==> config.mk <==
export PLATFORM = sky130hd
export DESIGN_NAME = dds_modem_top
export DESIGN_NICKNAME = d
export VERILOG_FILES = /design/src/dds_pkg.sv /design/src/wave_if.sv /design/src/bit_source.sv /design/src/phase_wave_gen.sv /design/src/keying_modulator.sv /design/src/scope_sampler.sv /design/src/dds_modem_top.sv
export SDC_FILE = /design/constraint.sdc
export NUM_CORES = 1
export LEC_CHECK = 0
export BUFFER_PORTS_ARGS = -buffer_cell sky130_fd_sc_hd__buf_2
export CAP_MARGIN = 40
export CORE_ASPECT_RATIO = 2
export CORE_UTILIZATION = 40
export DETAILED_ROUTE_END_ITERATION = 6
export SLEW_MARGIN = 10
export SYNTH_ARGS = -nofsm -noshare
export SYNTH_HDL_FRONTEND = slang
export SYNTH_HIERARCHICAL = 1
export SYNTH_SLANG_ARGS = --single-unit
export TNS_END_PERCENT = 100
==> constraint.sdc <==
create_clock -name CLK_25MHZ -period 5.02 [get_ports CLK_25MHZ]
set_input_delay 1.004 -clock CLK_25MHZ [delete_from_list [all_inputs] [get_ports CLK_25MHZ]]
set_output_delay 1.004 -clock CLK_25MHZ [all_outputs]
set_load 0.02 [all_outputs]
==> src/sine_table.hex <==
// one 12-bit two's complement sine sample per line, amplitude 2047
// line n holds sin(2*pi*n/64), n = 0 to 63 over one full period
000
0C9
18F
252
30F
3C5
471
513
5A7
62E
6A6
70D
763
7A7
7D8
7F5
7FF
7F5
7D8
7A7
763
70D
6A6
62E
5A7
513
471
3C5
30F
252
18F
0C9
000
F37
E71
DAE
CF1
C3B
B8F
AED
A59
9D2
95A
8F3
89D
859
828
80B
801
80B
828
859
89D
8F3
95A
9D2
A59
AED
B8F
C3B
CF1
DAE
E71
F37

==> src/dds_pkg.sv <==
package dds_pkg;

   ////////////////////////////////////////////////////////////
   // widths
   ////////////////////////////////////////////////////////////

   localparam int PHASE_W     = 32;               // phase accumulator and tuning word
   localparam int LUT_ADDR_W  = 6;                // top phase bits into the sine table
   localparam int LUT_DEPTH   = 2 ** LUT_ADDR_W;
   localparam int LUT_QUARTER = LUT_DEPTH / 4;    // 90 degree address offset
   localparam int SAMPLE_W    = 12;               // two's complement samples
   localparam int PLOT_W      = 8;
   localparam int PLOT_LSB    = SAMPLE_W - PLOT_W; // lowest sample bit kept for plots
   localparam int LFSR_W      = 5;

   ////////////////////////////////////////////////////////////
   // select codes
   ////////////////////////////////////////////////////////////

   typedef enum logic [1:0] {
      MOD_ASK  = 2'd0,
      MOD_FSK  = 2'd1,
      MOD_BPSK = 2'd2,
      MOD_QPSK = 2'd3
   } mod_sel_t;

   typedef enum logic [1:0] {
      SIG_SIN  = 2'd0,
      SIG_COS  = 2'd1,
      SIG_SAW  = 2'd2,
      SIG_LFSR = 2'd3
   } sig_sel_t;

   // full scale levels for one data bit
   localparam logic [SAMPLE_W-1:0] LEVEL_HIGH = 12'h7FF;
   localparam logic [SAMPLE_W-1:0] LEVEL_LOW  = 12'h800;

   localparam logic [LFSR_W-1:0] LFSR_SEED = 5'b00001;

endpackage

==> src/wave_if.sv <==
`timescale 1ns/1ps

// dds outputs and the data bits that were current for them
interface wave_if;

   logic [dds_pkg::SAMPLE_W-1:0] sin;
   logic [dds_pkg::SAMPLE_W-1:0] cos;
   logic [dds_pkg::SAMPLE_W-1:0] saw;
   logic [dds_pkg::SAMPLE_W-1:0] squ;
   logic [1:0]                   bits;   // aligned with the samples

   modport src (
      output sin,
      output cos,
      output saw,
      output squ,
      output bits
   );

   modport dst (
      input sin,
      input cos,
      input saw,
      input squ,
      input bits
   );

endinterface

==> src/bit_source.sv <==
`timescale 1ns/1ps

module bit_source
   import dds_pkg::*;
#(
   parameter int BIT_DIV = 64
) (
   input  logic       CLK_25MHZ,
   input  logic       reset_from_key,
   output logic [1:0] data_bits
);

   localparam int DIV_W = (BIT_DIV > 1) ? $clog2(BIT_DIV) : 1;

   logic [DIV_W-1:0]  div_cnt;
   logic              bit_tick;
   logic [LFSR_W-1:0] lfsr;

   ////////////////////////////////////////////////////////////
   // bit rate divider
   ////////////////////////////////////////////////////////////

   assign bit_tick = (div_cnt == DIV_W'(BIT_DIV - 1));

   always_ff @(posedge CLK_25MHZ) begin
      if (reset_from_key) begin
         div_cnt <= '0;
      end else if (bit_tick) begin
         div_cnt <= '0;   // wrap, one tick per bit period
      end else begin
         div_cnt <= div_cnt + 1'b1;
      end
   end

   ////////////////////////////////////////////////////////////
   // lfsr, x^5 + x^3 + 1, period 31
   ////////////////////////////////////////////////////////////

   always_ff @(posedge CLK_25MHZ) begin
      if (reset_from_key) begin
         lfsr <= LFSR_SEED;
      end else if (bit_tick) begin
         lfsr <= {lfsr[LFSR_W-2:0], lfsr[4] ^ lfsr[2]};
      end
   end

   assign data_bits = lfsr[1:0];   // low pair drives the keying

   // the all zero state would lock the sequence up for good
   lfsr_not_zero: assert property (@(posedge CLK_25MHZ) disable iff (reset_from_key)
      lfsr != '0);

endmodule

==> src/phase_wave_gen.sv <==
`timescale 1ns/1ps

module phase_wave_gen
   import dds_pkg::*;
(
   input  logic               CLK_25MHZ,
   input  logic               reset_from_key,
   input  mod_sel_t           mod_select,
   input  logic [PHASE_W-1:0] carrier_word,
   input  logic [PHASE_W-1:0] fsk_space_word,
   input  logic [1:0]         data_bits,
   wave_if.src                wave
);

   logic [SAMPLE_W-1:0]   sine_rom [0:LUT_DEPTH-1];
   logic [PHASE_W-1:0]    phase;
   logic [PHASE_W-1:0]    tuning_word;
   logic [LUT_ADDR_W-1:0] sin_addr;
   logic [LUT_ADDR_W-1:0] cos_addr;

   initial begin
      $readmemh("/design/src/sine_table.hex", sine_rom);
   end

   ////////////////////////////////////////////////////////////
   // phase accumulator
   ////////////////////////////////////////////////////////////

   // space frequency only while FSK sends a zero
   assign tuning_word = (mod_select == MOD_FSK && !data_bits[0]) ? fsk_space_word
                                                                 : carrier_word;

   always_ff @(posedge CLK_25MHZ) begin
      if (reset_from_key) begin
         phase <= '0;
      end else begin
         phase <= phase + tuning_word;
      end
   end

   ////////////////////////////////////////////////////////////
   // waveform derivation
   ////////////////////////////////////////////////////////////

   assign sin_addr = phase[PHASE_W-1 -: LUT_ADDR_W];
   assign cos_addr = sin_addr + LUT_ADDR_W'(LUT_QUARTER);   // quarter turn ahead, wraps

   // one register stage, bits travel with the samples
   always_ff @(posedge CLK_25MHZ) begin
      wave.sin  <= sine_rom[sin_addr];
      wave.cos  <= sine_rom[cos_addr];
      wave.saw  <= {~phase[PHASE_W-1], phase[PHASE_W-2 -: SAMPLE_W-1]};   // offset to signed
      wave.bits <= data_bits;

      if (phase[PHASE_W-1]) begin
         wave.squ <= LEVEL_LOW;    // second half of the period
      end else begin
         wave.squ <= LEVEL_HIGH;
      end
   end

endmodule

==> src/keying_modulator.sv <==
`timescale 1ns/1ps

module keying_modulator
   import dds_pkg::*;
(
   input  logic                CLK_25MHZ,
   input  logic                reset_from_key,
   input  mod_sel_t            mod_select,
   input  sig_sel_t            sig_select,
   wave_if.dst                 wave,
   output logic [SAMPLE_W-1:0] mod_out,
   output logic [SAMPLE_W-1:0] sig_out
);

   logic [SAMPLE_W-1:0] neg_sin;
   logic [SAMPLE_W-1:0] neg_cos;
   logic [SAMPLE_W-1:0] sin_rot;
   logic [SAMPLE_W-1:0] cos_rot;
   logic [SAMPLE_W-1:0] saw_rot;
   logic [SAMPLE_W-1:0] lfsr_level;

   assign neg_sin = -wave.sin;
   assign neg_cos = -wave.cos;

   ////////////////////////////////////////////////////////////
   // qpsk rotation by a quarter turn per step of the bit pair
   ////////////////////////////////////////////////////////////

   always_comb begin
      case (wave.bits)
         2'd0: begin
            sin_rot = wave.sin;
            cos_rot = wave.cos;
         end
         2'd1: begin
            sin_rot = wave.cos;
            cos_rot = neg_sin;
         end
         2'd2: begin
            sin_rot = neg_sin;
            cos_rot = neg_cos;
         end
         default: begin
            sin_rot = neg_cos;
            cos_rot = wave.sin;
         end
      endcase
   end

   // saw shifted by the same quarter turns through its top two bits
   assign saw_rot = wave.saw + {wave.bits, {(SAMPLE_W-2){1'b0}}};

   assign lfsr_level = wave.bits[0] ? LEVEL_HIGH : LEVEL_LOW;

   ////////////////////////////////////////////////////////////
   // output stage
   ////////////////////////////////////////////////////////////

   always_ff @(posedge CLK_25MHZ) begin
      if (reset_from_key) begin
         mod_out <= '0;
         sig_out <= '0;
      end else begin
         case (mod_select)
            MOD_ASK:  mod_out <= wave.bits[0] ? wave.sin : '0;      // on off keying
            MOD_FSK:  mod_out <= wave.sin;                          // frequency set upstream
            MOD_BPSK: mod_out <= wave.bits[0] ? wave.sin : neg_sin;
            default:  mod_out <= sin_rot;
         endcase

         case (sig_select)
            SIG_SIN: sig_out <= (mod_select == MOD_QPSK) ? sin_rot : wave.sin;
            SIG_COS: sig_out <= (mod_select == MOD_QPSK) ? cos_rot : wave.cos;
            SIG_SAW: sig_out <= (mod_select == MOD_QPSK) ? saw_rot : wave.saw;
            default: sig_out <= lfsr_level;
         endcase
      end
   end

   // selects come straight from the top level pins
   sel_known: assert property (@(posedge CLK_25MHZ) disable iff (reset_from_key)
      !$isunknown({mod_select, sig_select}));

endmodule

==> src/scope_sampler.sv <==
`timescale 1ns/1ps

module scope_sampler
   import dds_pkg::*;
#(
   parameter int SAMPLE_DIV = 16
) (
   input  logic                CLK_25MHZ,
   input  logic                reset_from_key,
   input  logic [SAMPLE_W-1:0] mod_out,
   input  logic [SAMPLE_W-1:0] sig_out,
   output logic [PLOT_W-1:0]   plot_mod,
   output logic [PLOT_W-1:0]   plot_sig,
   output logic                plot_strobe
);

   localparam int DIV_W = (SAMPLE_DIV > 1) ? $clog2(SAMPLE_DIV) : 1;

   logic [DIV_W-1:0] div_cnt;
   logic             sample_tick;

   // signed sample to offset binary, keep the top PLOT_W bits
   function automatic logic [PLOT_W-1:0] to_plot(input logic [SAMPLE_W-1:0] s);
      return {~s[SAMPLE_W-1], s[SAMPLE_W-2:PLOT_LSB]};
   endfunction

   assign sample_tick = (div_cnt == DIV_W'(SAMPLE_DIV - 1));

   always_ff @(posedge CLK_25MHZ) begin
      if (reset_from_key) begin
         div_cnt     <= '0;
         plot_strobe <= 1'b0;
         plot_mod    <= '0;
         plot_sig    <= '0;
      end else begin
         div_cnt     <= sample_tick ? '0 : div_cnt + 1'b1;
         plot_strobe <= sample_tick;   // one clock wide
         if (sample_tick) begin
            plot_mod <= to_plot(mod_out);
            plot_sig <= to_plot(sig_out);
         end
      end
   end

   strobe_one_clock: assert property (@(posedge CLK_25MHZ) disable iff (reset_from_key)
      plot_strobe |=> !plot_strobe);

endmodule

==> src/dds_modem_top.sv <==
`timescale 1ns/1ps

module dds_modem_top
   import dds_pkg::*;
#(
   parameter int BIT_DIV    = 64,   // clocks per data bit
   parameter int SAMPLE_DIV = 16    // clocks per scope sample
) (
   input  logic               CLK_25MHZ,
   input  logic               reset_from_key,
   input  mod_sel_t           mod_select,
   input  sig_sel_t           sig_select,
   input  logic [PHASE_W-1:0] carrier_word,
   input  logic [PHASE_W-1:0] fsk_space_word,
   output logic [1:0]         data_bits,
   output logic [PLOT_W-1:0]  plot_mod,
   output logic [PLOT_W-1:0]  plot_sig,
   output logic               plot_strobe
);

   logic [SAMPLE_W-1:0] mod_out;
   logic [SAMPLE_W-1:0] sig_out;

   wave_if wave_bus ();

   ////////////////////////////////////////////////////////////
   // bits -> dds -> keying -> scope
   ////////////////////////////////////////////////////////////

   bit_source #(.BIT_DIV(BIT_DIV)) u_bit_source (
      .CLK_25MHZ      (CLK_25MHZ),
      .reset_from_key (reset_from_key),
      .data_bits      (data_bits)
   );

   phase_wave_gen u_phase_wave_gen (
      .CLK_25MHZ      (CLK_25MHZ),
      .reset_from_key (reset_from_key),
      .mod_select     (mod_select),
      .carrier_word   (carrier_word),
      .fsk_space_word (fsk_space_word),
      .data_bits      (data_bits),
      .wave           (wave_bus.src)
   );

   keying_modulator u_keying_modulator (
      .CLK_25MHZ      (CLK_25MHZ),
      .reset_from_key (reset_from_key),
      .mod_select     (mod_select),
      .sig_select     (sig_select),
      .wave           (wave_bus.dst),
      .mod_out        (mod_out),
      .sig_out        (sig_out)
   );

   scope_sampler #(.SAMPLE_DIV(SAMPLE_DIV)) u_scope_sampler (
      .CLK_25MHZ      (CLK_25MHZ),
      .reset_from_key (reset_from_key),
      .mod_out        (mod_out),
      .sig_out        (sig_out),
      .plot_mod       (plot_mod),
      .plot_sig       (plot_sig),
      .plot_strobe    (plot_strobe)
   );

endmodule

==> Word level (Yosys, flattened, before mapping) <==
Cells that the tools add are included.
{ "totals": {"register_bits": 126, "out_inout_bits": 19} }
{ "op_classes": {"addsub": 6, "n_eq_ne": 9, "mux": 11, "bitwise": 4, "reduce_logical": 7} }
{ "op_table": {"columns": ["op", "n"], "rows": [
  ["12-bit one-hot mux with 3 select lines", 4],
  ["12-bit two-way mux", 6],
  ["32-bit adder", 1],
  ["32-bit two-way mux", 1],
  ["12-bit negation", 2],
  ["12-bit adder", 1],
  ["2-bit equality test (second input constant)", 4],
  ["6-bit by 1-bit adder with 6-bit output (second input constant)", 1],
  ["2-bit by 1-bit equality test with 1-bit output (second input constant)", 3],
  ["6-bit equality test (second input constant)", 1],
  ["2-bit logical NOT", 3],
  ["4-bit by 1-bit adder with 4-bit output (second input constant)", 1],
  ["4-bit equality test (second input constant)", 1],
  ["2-bit OR reduction", 2],
  ["1-bit NOT", 3],
  ["1-bit logical AND", 1],
  ["1-bit logical NOT", 1],
  ["1-bit bitwise XOR", 1]
]} }

==> Logic depth before layout (Yosys ltp) <==
{ "depth": {"depth_word": 4, "ltp_mapped": 16, "depth_no_buf": 14} }

==> By module <==
The synthesis kept the hierarchy.
{ "by_module_without_submodules": {"columns": ["mod", "instances", "cells_per_inst", "area_each_um2", "seq_area_each_um2"], "rows": [
  ["phase_wave_gen", 1, 403, 3478.3, 940.9],
  ["keying_modulator", 1, 412, 2872.8, 480.5],
  ["scope_sampler", 1, 83, 739.5, 420.4],
  ["bit_source", 1, 49, 471.7, 220.2]
]} }

==> Worst setup path after synthesis <==
No wires, ideal clock.
{ "synth_path": {"path_type": "input port to flip-flop", "startpoint": "input mod_select[0]", "endpoint": "register u_phase_wave_gen.phase[29]", "arrival_time_ns": 4.083, "t_required_ns": 4.892, "setup_slack_ns": 0.810, "stages": 13, "path_buffers": 1, "path_cell_list": "nor3b_1 -> clkbuf_1 -> mux2_2 -> ha_1 -> a21oi_1 -> o21ai_0 -> a311oi_4 -> o31ai_1 -> a31oi_1 -> o21ai_2 -> a221oi_2 -> xor2_1 -> nor2_1"} }
{ "synth_between": {"elab_chain_cells": 4} }
{ "synth_lines": {"columns": ["item", "line_no", "source"], "rows": [
  ["start: declaration", "dds_modem_top.sv:11", "input mod_sel_t mod_select,"],
  ["2-bit by 1-bit equality test with 1-bit output", "phase_wave_gen.sv:30", "assign tuning_word = (mod_select == MOD_FSK && !data_bits[0]) ? fsk_space_word"],
  ["1-bit logical AND", "phase_wave_gen.sv:30", null],
  ["32-bit two-way mux", "phase_wave_gen.sv:30", null],
  ["32-bit adder", "phase_wave_gen.sv:37", "phase <= phase + tuning_word;"],
  ["end signal: assignment", "phase_wave_gen.sv:37", null],
  ["end: declaration", "phase_wave_gen.sv:16", "logic [PHASE_W-1:0] phase;"]
]} }
Every way passes these cells.
A chain may end at the register's enable or synchronous reset.

==> Worst setup path after layout <==
{ "layout_path": {"startpoint": "input mod_select[0]", "endpoint": "register u_phase_wave_gen.phase[31]"} }
The elaborated chain is that of the path after synthesis.

==> summary.txt <==
Run status
  – Outcome: completed

Drt
  – Post-Route WL: about 19000 um
  – ANT nets after route: 0
  – Iter 0 DRT Violations: between 200 and 250
  – DR vias/cell: 5.62
  – WL per Instance: 16.8 um
  – DR pass1 iterations: 4
  – Vias: a little over 6000
  – DRC errors left: 0

Power and ir drop
  – Clock power frac: 23.5%
  – Tot Pwr: around 3.0 mW
  – Static Leak: approximately 3.2 nW
  – Cell-internal power: between 1.5 and 2 mW
  – Pwr/cell area: between 400 and 500 nW/um^2
  – Part of the power in registers: about 31%
  – Gate power share: 45.3%
  – Sw frac: a little under 40%
  – Peak supply drop: between 0.2 and 0.25 mV
  – Sw power: ~1.2 mW

CTS
  – Clock Sinks: 90
  – Cts hold-fix bufs: 0
  – Total CTS buffers: 9
  – Worst-skew pair later-pin latency: around 0.36 ns
  – Clock Tree Buf Depth: 2
  – Post-CTS Resized: 0
  – Post-CTS setup buffer count: 0
  – CTS H-tree lvls: 3
  – CTS tree: done
  – Root Buffer: clkbuf_16
  – Reg clk slew, reported paths: about 0.070 ns

Layout
  – Share of layout cells above drive strength 1: 20.3%
  – FF+latch area: 1800 um^2
  – Area delta synth->final: 10.3%
  – Fillers: 1688
  – Layout Utilization: about 46%
  – Area of the multi-input gates: ~4500 um^2
  – ANT cells: 0
  – Final nets: 1002

STA
  – Setup_tns: 0 ns
  – Worst Setup Slack, final: between 0.8 and 0.9 ns
  – Max-slew violations: 0
  – Final min period: 4.15 ns
  – Final Hold Fails: 0
  – Clk_skew: roughly 0.013 ns
  – Rel. slew slack: a little over two fifths
  – Tcrit/Tclk final: approximately 83%
  – Final setup vio count: 0
  – Actual slew at the worst max-slew pin: around 0.86 ns
  – RSZ-0062 raised after global routing: no
  – Fmax: 241 MHz

Global route
  – Gr usage total: between 20% and 30%
  – First-pass GRT wire length: between 20000 and 30000 um
  – Initial antenna violation count: 0
  – Aggregate global routing overflow: 0
  – Largest net degree at the start of global routing: slightly below 50
  – Number of global-route vias before repair: roughly 6000

Floorplan
  – I/O pin total: 89
  – Die ar.: approximately 17000 um^2
  – Row count: 66
  – Die X-Extent: between 90 and 100 um
  – Die boundary height: about 190 um
  – Initial Util: 41.2%
  – Core area: around 16000 um^2

Synth
  – Avg Cell Area, Syn: 7.93 um^2
  – Post-Syn Instances: 850
  – Synth warn: 6
  – Post-Syn Area: just under 7000 um^2

Critical path
  – Critical path required time: 5.24 ns
  – Crit path capture type: flip-flop
  – Worst R2R Setup Slack: around 1.3 ns
  – Max FO, Critical Path: 20
  – Reg-to-reg startpoint: u_bit_source/lfsr[0]$_SDFFE_PP1N_
  – Worst Reg-to-Reg Cells: 13
  – Arrival @ worst endpoint: around 4.4 ns
  – Critical Path Start Type: input port
  – R2r endpoint: u_phase_wave_gen/phase[31]$_SDFF_PP0_
  – Worst Path Class, Setup: in2reg

Min path
  – Hold Crit Endpoint: u_phase_wave_gen/wave.saw[4]$_DFF_P_
  – Worst min path class: reg2reg
  – Hold Crit Start: u_phase_wave_gen/phase[24]$_SDFF_PP0_
  – Hold depth: 0

Placement
  – Post-detailed-placement half-perimeter wirelength: roughly 14000 um
  – Number of buffers inserted by port buffering: 88
  – Pre-CTS WS: just over 0.5 ns
  – Routability cong.: between 0.9 and 1

Job
  – Max_cap viols: 0
-- worst max-delay path by stage --
stage	startpoint	endpoint	slack [ns]	cells past startpoint
5_1_grt	mod_select[0]	u_phase_wave_gen/phase[31]$_SDFF_PP0_	0.63	15
3_3_place_gp	mod_select[0]	u_phase_wave_gen/phase[28]$_SDFF_PP0_	0.56	15
3_5_place_dp	mod_select[0]	u_phase_wave_gen/phase[29]$_SDFF_PP0_	0.52	14
2_1_floorplan	mod_select[0]	u_phase_wave_gen/phase[29]$_SDFF_PP0_	0.81	13
6_report	mod_select[0]	u_phase_wave_gen/phase[31]$_SDFF_PP0_	0.87	14
4_1_cts	mod_select[0]	u_phase_wave_gen/phase[29]$_SDFF_PP0_	0.89	14
-- worst max-delay path, stage by stage --
cell,delay (ns)
buf_2,0.19
nor3b_2,0.21
buf_4,0.24
buf_4,0.31
mux2_2,0.37
ha_1,0.46
a21oi_1,0.17
o211ai_1,0.18
o211ai_1,0.12
o21ai_0,0.31
nor3_2,0.09
a2111oi_1,0.45
or3_1,0.18
a21oi_1,0.06
-- routing by layer --
| metal | GRT usage, % | up-vias | share of wire, % |
|---|---|---|---|
| met5 | 0 | - | 0 |
| met4 | 15.8 | 0 | 6.7 |
| met3 | 2.98 | 61 | 3.5 |
| met2 | 41.4 | 187 | 53 |
| met1 | 20.4 | 2870 | 36 |
| li1 | - | 3066 | - |
-- registers in the layout (all words and copies together), names as in the netlist --
signal,cells
u_bit_source/lfsr,5
u_scope_sampler/plot_strobe,1
u_bit_source/div_cnt,6
u_keying_modulator/sig_out,8
u_phase_wave_gen/wave.bits,2
u_phase_wave_gen/phase,32
u_keying_modulator/mod_out,8
u_phase_wave_gen/wave.saw,7
u_scope_sampler/div_cnt,4
u_scope_sampler/plot_sig,8
u_scope_sampler/plot_mod,8
u_phase_wave_gen/wave.squ,1
-- power groups by stage --
stage / clock, mW / sequential [mW] / combinational (mW)
final: 0.713 / 0.945 / 1.38
after global routing: 0.760 / 0.961 / 1.53
after CTS: 0.734 / 0.947 / 1.35
after detailed placement: 0 / 0.962 / 1.34
after global placement: 0 / 0.959 / 1.34
after floorplan: 0 / 0.940 / 1.08
-- placed cells by master, fill, tap and decap left out, drive strengths merged, types with 4 or more instances in the layout --
master	instances
o211ai	9
nor3	21
or3	5
o21bai	7
nor3b	8
a21o	25
o311ai	5
conb	24
clkbuf	9
and2	6
mux2i	10
nand2	84
inv	28
a21oi	73
o21ai	53
xor2	18
nand2b	7
ha	39
o221ai	8
mux2	34
nand4	9
a221oi	4
xnor2	25
a31oi	8
buf	96
nor4	7
dfxtp	90
nor2b	10
nand3	23
o31ai	4
and3	7
a211oi	8
o22ai	4
nor2	86
-- final cells by class --
class                      instances  area share, %
inverter                          24           1.21
clock buffer                       9           3.03
tap                              204           3.43
clock inverter                     7           1.11
sequential                        90           24.2
timing repair buffer              96           6.73
multi-input combinational        671           60.3
-- through the flow --
stage,std cells,area (um^2),hold WS [ns]
after floorplan,873,6830,0.337
after global placement,1085,7130,0.353
after detailed placement,1085,7130,0.357
after CTS,1101,7440,0.354
after global routing,1101,7440,0.355
final,1101,7440,0.350
No activity file was read; power rests on OpenSTA's default activity.
